[config.mk]
export PLATFORM = sky130hd
export DESIGN_NAME = sceneController
export DESIGN_NICKNAME = d
export VERILOG_FILES = /design/src/hdl/scenePkg.sv /design/src/hdl/advanceInputs.sv /design/src/hdl/framePainter.sv /design/src/hdl/sceneController.sv /design/src/hdl/sceneSequencer.sv
export SDC_FILE = /design/constraint.sdc
export NUM_CORES = 1
export LEC_CHECK = 0
export BUFFER_PORTS_ARGS = -buffer_cell sky130_fd_sc_hd__clkbuf_2
export CORE_ASPECT_RATIO = 0.6
export CORE_UTILIZATION = 25
export DETAILED_ROUTE_END_ITERATION = 16
export PLACE_DENSITY = 0.37
export SYNTH_ARGS = -nofsm -noshare
export SYNTH_HDL_FRONTEND = slang
export SYNTH_HIERARCHICAL = 1
export SYNTH_SLANG_ARGS = --single-unit
[constraint.sdc]
create_clock -name clk -period 3.45 [get_ports clk]
set_input_delay 0.1725 -clock clk [delete_from_list [all_inputs] [get_ports clk]]
set_output_delay 0.1725 -clock clk [all_outputs]
set_load 0.02 [all_outputs]
[src/hdl/scenePkg.sv]
package scenePkg;

	// Largest screen the counters are sized for
	localparam int maxWidth = 160;
	localparam int maxHeight = 120;

	// Counter widths for the largest screen
	localparam int xBits = $clog2(maxWidth);
	localparam int yBits = $clog2(maxHeight);
	localparam int addrBits = $clog2(maxWidth * maxHeight);

	// Scene index width
	localparam int sceneBits = 3;

	// Scene index, also the colour ROM select
	typedef enum logic [sceneBits-1:0] {
		title1 = 3'd0,
		title2 = 3'd1,
		title3 = 3'd2,
		catDog1 = 3'd3,
		catDog2 = 3'd4
	} scene_e;

	// Request from the sequencer to the painter
	typedef struct packed {
		scene_e scene;
	} paintReq_t;

	// One pixel record for the colour ROM
	typedef struct packed {
		logic [xBits-1:0] x;
		logic [yBits-1:0] y;
		logic [addrBits-1:0] addr;
		scene_e scene;
		// Final pixel of the frame
		logic last;
	} pixel_t;

endpackage

[src/hdl/advanceInputs.sv]
module advanceInputs #(
	parameter int tickCycles = 12_500_000
) (
	input logic clk,
	input logic rst,
	input logic userCont,
	input logic restart,
	output logic contReq,
	output logic tickReq
);

	// Pacing counter wide enough for tickCycles
	localparam int cntBits = $clog2(tickCycles + 1);

	// Two flop synchronizer on the raw button
	logic [1:0] contSync;
	// Previous synchronized level for edge detect
	logic contPrev;
	logic contRise;
	logic [cntBits-1:0] tickCount;

	assign contRise = contSync[1] & ~contPrev;

	// Button sync and sticky continue request
	always_ff @(posedge clk) begin
		if (rst) begin
			contSync <= 2'b00;
			contPrev <= 1'b0;
			contReq <= 1'b0;
		end else begin
			contSync <= {contSync[0], userCont};
			contPrev <= contSync[1];
			// Scene start drops any old press
			if (restart)
				contReq <= 1'b0;
			else if (contRise)
				contReq <= 1'b1;
		end
	end

	// Restartable pacing timer, frozen while a tick is pending
	always_ff @(posedge clk) begin
		if (rst || restart) begin
			tickCount <= '0;
			tickReq <= 1'b0;
		end else if (!tickReq) begin
			if (tickCount == cntBits'(tickCycles - 1)) begin
				tickCount <= '0;
				tickReq <= 1'b1;
			end else begin
				tickCount <= tickCount + 1'b1;
			end
		end
	end

endmodule

[src/hdl/framePainter.sv]
module framePainter #(
	parameter int screenWidth = 160,
	parameter int screenHeight = 120
) (
	input logic clk,
	input logic rst,
	input scenePkg::paintReq_t paintReq,
	input logic paintValid,
	output logic paintReady,
	output scenePkg::pixel_t pixel,
	output logic pixelValid,
	input logic pixelReady,
	output logic frameDone
);

	// Frame in progress
	logic busy;
	// Scene latched at request accept
	scenePkg::scene_e sceneReg;
	// Screen position and running address
	logic [scenePkg::xBits-1:0] xCount;
	logic [scenePkg::yBits-1:0] yCount;
	logic [scenePkg::addrBits-1:0] addrCount;
	logic xEnd;
	logic yEnd;
	logic lastPixel;
	// Record moves this cycle
	logic xfer;
	logic accept;

	assign xEnd = (xCount == scenePkg::xBits'(screenWidth - 1));
	assign yEnd = (yCount == scenePkg::yBits'(screenHeight - 1));
	assign lastPixel = xEnd && yEnd;

	assign paintReady = ~busy;
	assign accept = paintValid && paintReady;
	assign xfer = busy && pixelReady;

	// Busy from accept until the last record moves
	always_ff @(posedge clk) begin
		if (rst)
			busy <= 1'b0;
		else if (accept)
			busy <= 1'b1;
		else if (xfer && lastPixel)
			busy <= 1'b0;
	end

	always_ff @(posedge clk) begin
		if (accept)
			sceneReg <= paintReq.scene;
	end

	// Raster counters, x first then y; address just counts up
	always_ff @(posedge clk) begin
		if (rst || accept) begin
			xCount <= '0;
			yCount <= '0;
			addrCount <= '0;
		end else if (xfer && !lastPixel) begin
			addrCount <= addrCount + 1'b1;
			if (xEnd) begin
				xCount <= '0;
				yCount <= yCount + 1'b1;
			end else begin
				xCount <= xCount + 1'b1;
			end
		end
	end

	// Record straight from the counters, steady while stalled
	assign pixel.x = xCount;
	assign pixel.y = yCount;
	assign pixel.addr = addrCount;
	assign pixel.scene = sceneReg;
	assign pixel.last = lastPixel;
	assign pixelValid = busy;

	assign frameDone = xfer && lastPixel;

endmodule

[src/hdl/sceneController.sv]
module sceneController #(
	parameter int screenWidth = scenePkg::maxWidth,
	parameter int screenHeight = scenePkg::maxHeight,
	// 4 Hz pacing at 50 MHz
	parameter int tickCycles = 12_500_000
) (
	input logic clk,
	input logic rst,
	input logic userCont,
	input logic pixelReady,
	output scenePkg::pixel_t pixel,
	output logic pixelValid
);

	// Requests into the sequencer
	logic contReq;
	logic tickReq;
	logic restart;
	// Sequencer to painter handshake
	scenePkg::paintReq_t paintReq;
	logic paintValid;
	logic paintReady;
	logic frameDone;

	// Button and pacing timer
	advanceInputs #(
		.tickCycles(tickCycles)
	) inputs (
		.clk(clk),
		.rst(rst),
		.userCont(userCont),
		.restart(restart),
		.contReq(contReq),
		.tickReq(tickReq)
	);

	// Scene order and phases
	sceneSequencer sequencer (
		.clk(clk),
		.rst(rst),
		.contReq(contReq),
		.tickReq(tickReq),
		.frameDone(frameDone),
		.restart(restart),
		.paintReq(paintReq),
		.paintValid(paintValid),
		.paintReady(paintReady)
	);

	// Pixel record stream
	framePainter #(
		.screenWidth(screenWidth),
		.screenHeight(screenHeight)
	) painter (
		.clk(clk),
		.rst(rst),
		.paintReq(paintReq),
		.paintValid(paintValid),
		.paintReady(paintReady),
		.pixel(pixel),
		.pixelValid(pixelValid),
		.pixelReady(pixelReady),
		.frameDone(frameDone)
	);

endmodule

[src/hdl/sceneSequencer.sv]
module sceneSequencer (
	input logic clk,
	input logic rst,
	input logic contReq,
	input logic tickReq,
	input logic frameDone,
	output logic restart,
	output scenePkg::paintReq_t paintReq,
	output logic paintValid,
	input logic paintReady
);

	// Phases of every scene, plus one idle cycle out of reset
	typedef enum logic [2:0] {
		phIdle,
		phLoad,
		phRequest,
		phDraw,
		phHold
	} phase_e;

	phase_e phase;
	phase_e phaseNext;
	scenePkg::scene_e scene;
	scenePkg::scene_e sceneNext;
	// Title scenes listen to the continue button
	logic isTitle;
	// Leave the current scene this cycle
	logic advance;
	// Frame finished, either now or earlier
	logic painted;

	assign isTitle = (scene == scenePkg::title1) ||
		(scene == scenePkg::title2) ||
		(scene == scenePkg::title3);

	assign painted = ((phase == phDraw) && frameDone) || (phase == phHold);

	// Continue beats the pacing tick
	always_comb begin
		advance = 1'b0;
		sceneNext = scene;
		if (painted) begin
			if (isTitle && contReq) begin
				advance = 1'b1;
				sceneNext = scenePkg::catDog1;
			end else if (tickReq) begin
				advance = 1'b1;
				case (scene)
					scenePkg::title1: sceneNext = scenePkg::title2;
					scenePkg::title2: sceneNext = scenePkg::title3;
					scenePkg::title3: sceneNext = scenePkg::title1;
					scenePkg::catDog1: sceneNext = scenePkg::catDog2;
					default: sceneNext = scenePkg::catDog1;
				endcase
			end
		end
	end

	// Phase transitions
	always_comb begin
		phaseNext = phase;
		case (phase)
			phIdle: phaseNext = phLoad;
			phLoad: phaseNext = phRequest;
			// Wait for the painter to go idle
			phRequest: if (paintReady) phaseNext = phDraw;
			phDraw: begin
				if (advance)
					phaseNext = phLoad;
				else if (frameDone)
					phaseNext = phHold;
			end
			phHold: if (advance) phaseNext = phLoad;
			default: phaseNext = phIdle;
		endcase
	end

	always_ff @(posedge clk) begin
		if (rst) begin
			phase <= phIdle;
			scene <= scenePkg::title1;
		end else begin
			phase <= phaseNext;
			if (advance)
				scene <= sceneNext;
		end
	end

	// Load cycle restarts the timer and clears requests
	assign restart = (phase == phLoad);
	assign paintValid = (phase == phRequest);
	assign paintReq.scene = scene;

endmodule

# Word level (Yosys, flattened, before mapping)
# Index checks and enable logic that the tools add are counted.
[op_classes]
n_bitwise = 3
n_reduce_logical = 21
addsub = 4
mux = 17
eq_ne = 13
[ops]
columns = ["operator", "count"]
rows = [
  ["24-bit by 1-bit adder with 24-bit output, second input constant", 1],
  ["24-bit == test, second input constant", 1],
  ["24-bit 2-to-1 mux", 1],
  ["3-bit 2-to-1 mux", 6],
  ["15-bit by 1-bit adder with 15-bit output, second input constant", 1],
  ["3-bit case mux with 5 select lines", 1],
  ["3-bit by 2-bit == test with 1-bit output, second input constant", 4],
  ["3-bit case mux with 4 select lines", 1],
  ["8-bit by 1-bit adder with 8-bit output, second input constant", 1],
  ["8-bit == test, second input constant", 1],
  ["8-bit 2-to-1 mux", 1],
  ["7-bit by 1-bit adder with 7-bit output, second input constant", 1],
  ["7-bit == test, second input constant", 1],
  ["1-bit logical AND", 7],
  ["1-bit 2-to-1 mux", 7],
  ["3-bit by 1-bit == test with 1-bit output, second input constant", 2],
  ["3-bit zero test", 2],
  ["3-bit AND reduction", 2],
  ["1-bit logical OR", 5],
  ["2-bit nonzero test", 2],
  ["3-bit == test, second input constant", 1],
  ["3-bit by 1-bit != test with 1-bit output, second input constant", 1],
  ["2-bit by 1-bit != test with 1-bit output, second input constant", 1],
  ["2-bit != test, second input constant", 1],
  ["other kinds (5)", 6],
]
[word_totals]
register_bits = 69
word_cells = 70
inputBits = 4
output_inout_bits = 35

# Logic depth before layout (Yosys ltp)
[depth]
depth_word = 8
mapped_depth = 8
ltp_nobuf = 8

# Modules after synthesis
# Netlist, hierarchy kept.
[modules_own_cells]
columns = ["mod", "cells_each", "area_each_um2", "seq_area_each_um2", "instances"]
rows = [
  ["framePainter", 191, 1661.6, 710.7, 1],
  ["advanceInputs", 156, 1362.6, 580.6, 1],
  ["sceneSequencer", 43, 366.6, 120.1, 1],
]

# Worst setup path before layout
# Ideal clock, no wire load.
[synth_path]
path_kind = "reg-to-reg"
startpoint = "reg painter/xCount[0] (netlist name)"
endpoint = "reg sequencer.scene[0], in the netlist sequencer/paintReq[0]"
arrival_ns = 1.970
path_buffers = 0
required_time_ns = 3.359
slack_ns = 1.389
period_less_slack_ns = 2.061
path_stages_with_launch = 8
cell_sequence = "dfxtp_1 ha_1 and3_1 nand3_1 nor2_1 a32o_2 a31oi_1 a311oi_1"
[synth_between]
elab_chain_cells = 7
[synth_rtl]
columns = ["item", "line", "source"]
rows = [
  ["from (decl)", "framePainter.sv:21", "logic [scenePkg::xBits-1:0] xCount;"],
  ["from (signal assigned)", "framePainter.sv:66", "xCount <= xCount + 1'b1;"],
  ["8-bit == test *", "framePainter.sv:31", "assign xEnd = (xCount == scenePkg::xBits'(screenWidth - 1));"],
  ["1-bit logical AND *", "framePainter.sv:33", "assign lastPixel = xEnd && yEnd;"],
  ["1-bit logical AND *", "framePainter.sv:79", "assign frameDone = xfer && lastPixel;"],
  ["via frameDone", "sceneController.sv:23", "logic frameDone;"],
  ["1-bit logical AND *", "sceneSequencer.sv:37", "assign painted = ((phase == phDraw) && frameDone) || (phase == phHold);"],
  ["1-bit logical OR *", "sceneSequencer.sv:37", ""],
  ["1-bit 2-to-1 mux", "sceneSequencer.sv:43", "if (painted) begin"],
  ["3-bit AND reduction (no source line) *", "--", ""],
  ["to (signal assigned)", "sceneSequencer.sv:82", "scene <= scenePkg::title1;"],
  ["to (signal assigned)", "sceneSequencer.sv:86", "scene <= sceneNext;"],
  ["to (decl)", "sceneSequencer.sv:24", "scenePkg::scene_e scene;"],
]
# The timed path passes the listed nets; every way through them passes the cells marked *.
# A chain may end at the register's enable or synchronous reset.

==> impl_metrics.env <==
export IMPL_synth_seq_area_share=0.4162
export IMPL_die_x_um=152.4
export IMPL_dr_pass1_iters=10
export IMPL_maxCapViolCount=0
export IMPL_cts_root_buffer="clkbuf_16"
export IMPL_synth_async_reset_ratio=0
export IMPL_clkLatencyLatePin_ns=0.33
export IMPL_critPathRequiredTime_ns=3.28
export IMPL_crit_arrival_ns=2.20
export IMPL_worstSetupEndpointType="output port"
export IMPL_grt_use_total=0.1308
export IMPL_path_delay_family="buffers and inverters"
export IMPL_drtIter0Drc=247
export IMPL_cts_hold_buf=0
export IMPL_slew_viol_final=0
export IMPL_diodes=0
export IMPL_drc_errors=2
export IMPL_port_buffers=38
export IMPL_avgSynthCellArea_um2=8.694
export IMPL_cts_setup_buffers=0
export IMPL_worstMarginPinSlew_ns=0.8598
export IMPL_core_area_um2=13050
export IMPL_min_path_cells=2
export IMPL_period_minus_slack_ns=2.373
export IMPL_crit_path_start_kind="register"
export IMPL_clk_pin_slew_ns=0.06
export IMPL_synth_enable_flop_cells=3
export IMPL_grt_max_degree=39
export IMPL_clock_fmax_ghz=0.4213
export IMPL_row_count=32
export IMPL_ant_nets=0
export IMPL_wl_per_cell_um=14.52
export IMPL_die_h_um=92.21
export IMPL_slowest_stage="dfxtp_1"
export IMPL_routed_wl_mm=8.683
export IMPL_grt_setup_unrepaired="false"
export IMPL_synth_ff_type="dfxtp_1"
export IMPL_area_growth_pct=17.82
export IMPL_synthCells=390
export IMPL_slowest_delay_ns=0.45
export IMPL_hold_class="input pin to register"
export IMPL_crit_chain="ha_1, and4b_1, nand4b_4, inv_2, clkbuf_2"
export IMPL_slew_headroom=0.4268
export IMPL_grt_overflow=0
export IMPL_finClkSkew_ns=0.006349
export IMPL_reg2reg_slack_ns=1.11
export IMPL_r2r_start="painter/xCount[0]"
export IMPL_syn_area_um2=3391
export IMPL_dp_hpwl_mm=6.150
export IMPL_antenna_found_initial=0
export IMPL_nFillCells=1398
export IMPL_path_class="register to output port"
export IMPL_cts_buffers=9
export IMPL_ys_ff_latch=69
export IMPL_grt_pass1_wl_mm=14.39
export IMPL_p_per_area_nw_per_um2=486.3
export IMPL_layout_drive_gt1_share=0.1729
export IMPL_cts_htree_levels=3
export IMPL_r2r_cells=7
export IMPL_clockBufferDepth=2
export IMPL_setup_violations=0
export IMPL_clock_sinks=69
export IMPL_cts_tree="done"
export IMPL_num_vias=3023
export IMPL_syn_num_nets=398
export IMPL_r2r_end="sequencer/paintReq[0]"
export IMPL_post_route_period_util=0.6879
export IMPL_min_from="userCont"
export IMPL_grt_pass1_vias=2690
export IMPL_viasPerCell=5.055
export IMPL_use_met3=0.03828
export IMPL_final_util=0.3061
export IMPL_path_buf_inv=2
export IMPL_cp_max_fo=38
export IMPL_hold_end="inputs/contSync[0]"
export IMPL_use_met1=0.2095
export IMPL_ys_warn_count=6
export IMPL_start_util=0.2598
export IMPL_fin_nets=431
export IMPL_status="complete, but fails checks"
export IMPL_violations="design-rule violations"
export IMPL_fin_setup_tns_ns=0
export IMPL_post_cts_resized=0
export IMPL_p_leak_uw=0.001347
export IMPL_met2_usage=0.1555
export IMPL_synth_cell_types=59
export IMPL_finalHoldViolations=0
export IMPL_grt_most_used_layer="met1"
export IMPL_vdd_drop_max_uv=209.2
export IMPL_pin_count=39
export IMPL_fp_dieArea_um2=14050
export IMPL_routabilityCongestion=0.7804
==> cell families (layout without fill, tap and decap cells) <==
kind of cell / count (synthesis) / count (layout) / share of synthesized area
simple gates: 172 / 172 / 0.3118
compound gates: 110 / 110 / 0.1937
flops: 69 / 69 / 0.4162
buf+inv: 25 / 63 / 0.03764
xor+xnor: 10 / 10 / 0.02583
fa+ha+maj: 4 / 4 / 0.01476
==> worst register-to-register path, stage by stage, from the launching register on <==
cell and delay [ns]:
dfxtp_1 0.40, ha_1 0.22, and3_1 0.31, nand3_1 0.28, nor2_1 0.39, a32o_2 0.32
a31oi_1 0.10, a311oi_1 0.25
==> Yosys cell counts (all sizes together) (3+ instances only) <==
library cell	instances	area, um^2
buf	9	66.31
nor2	22	82.58
clkbuf	8	31.28
and3	7	45.05
nand4	15	106.4
nor3	8	45.04
and4	5	45.04
dfxtp	66	1321
or4	16	127.6
ha	4	50.05
inv	8	30.03
nand3	25	125.1
xor2	7	61.31
o31ai	16	133.9
or3	22	138.9
edfxtp	3	90.09
nand2	18	67.56
and2	5	32.53
a21oi	50	254.0
xnor2	3	26.28
nand2b	4	25.02
nor2b	10	70.06
o21ai	31	166.4
==> state kept, by name (all words and copies together), names as in the netlist <==
| name | cells |
|---|---|
| inputs/contPrev | 1 |
| inputs/contReq | 1 |
| inputs/contSync | 2 |
| inputs/tickCount | 24 |
| inputs/tickReq | 1 |
| painter/addrCount | 15 |
| painter/pixelValid | 1 |
| painter/sceneReg | 3 |
| painter/xCount | 8 |
| painter/yCount | 7 |
| sequencer/paintReq | 3 |
| sequencer/phase | 3 |
==> area by class of cell <==
type / count / area [um^2] / share of cell area
inverters: 8 / 30.03 / 0.007516
flip-flops and latches: 69 / 1411 / 0.3533
repair buffers: 39 / 197.7 / 0.04948
clock inverters: 7 / 66.31 / 0.01660
clock buffers: 9 / 225.2 / 0.05637
well taps: 170 / 212.7 / 0.05324
multi-input cells: 296 / 1852 / 0.4635
==> power by group <==
| group | switching [uW] | internal [uW] | total [uW] |
|---|---|---|---|
| registers | 28.8 | 830 | 858 |
| clock network | 356 | 554 | 910 |
| logic | 117 | 57.1 | 174 |
| total | 502 | 1440 | 1940 |
==> per-layer routing <==
metal / up-vias / wire length, um
met5: - / 0
met4: 0 / 106
met3: 10 / 375
met2: 64 / 3037
met1: 1407 / 5164
li1: 1542 / -
==> worst max path at each step <==
stage	from	to	slack (ns)	cells after the start
floorplan	painter/xCount[0]	sequencer/paintReq[0]	1.39	7
global placement	painter/yCount[0]	sequencer/paintReq[0]	1.25	7
detailed placement	painter/xCount[0]	sequencer/paintReq[0]	1.15	7
CTS	painter/yCount[0]	pixel[0]	1.05	5
global route	painter/yCount[0]	pixel[0]	0.91	5
finish	painter/yCount[0]	pixel[0]	1.08	5
==> cells in the final DEF (no fill, tap or decap), drive strengths merged, types with 5 or more instances in the layout <==
master / Yosys / routed
nor2b: 10 / 10
xor2: 7 / 7
a21oi: 50 / 50
inv: 8 / 8
dfxtp: 66 / 66
nand3: 25 / 25
or4: 16 / 16
nor3: 8 / 8
nand2: 18 / 18
and4: 5 / 5
o21ai: 31 / 31
or3: 22 / 22
o31ai: 16 / 16
clkbuf: 8 / 47
and2: 5 / 5
and3: 7 / 7
nand4: 15 / 15
nor2: 22 / 22
==> through the flow <==
step / area, um^2 / setup slack [ns] / power [uW] / cells / hold WS [ns]
2_1_floorplan: 3391 / 1.389 / 1002 / 390 / 0.2416
3_3_place_gp: 3704 / 1.246 / 1053 / 582 / 0.4004
3_5_place_dp: 3704 / 1.151 / 1052 / 582 / 0.4076
4_1_cts: 3995 / 1.045 / 1981 / 598 / 0.05992
5_1_grt: 3995 / 0.9105 / 2038 / 598 / 0.07425
6_report: 3995 / 1.077 / 1943 / 598 / 0.06418
(Power assumes the default switching activity.)
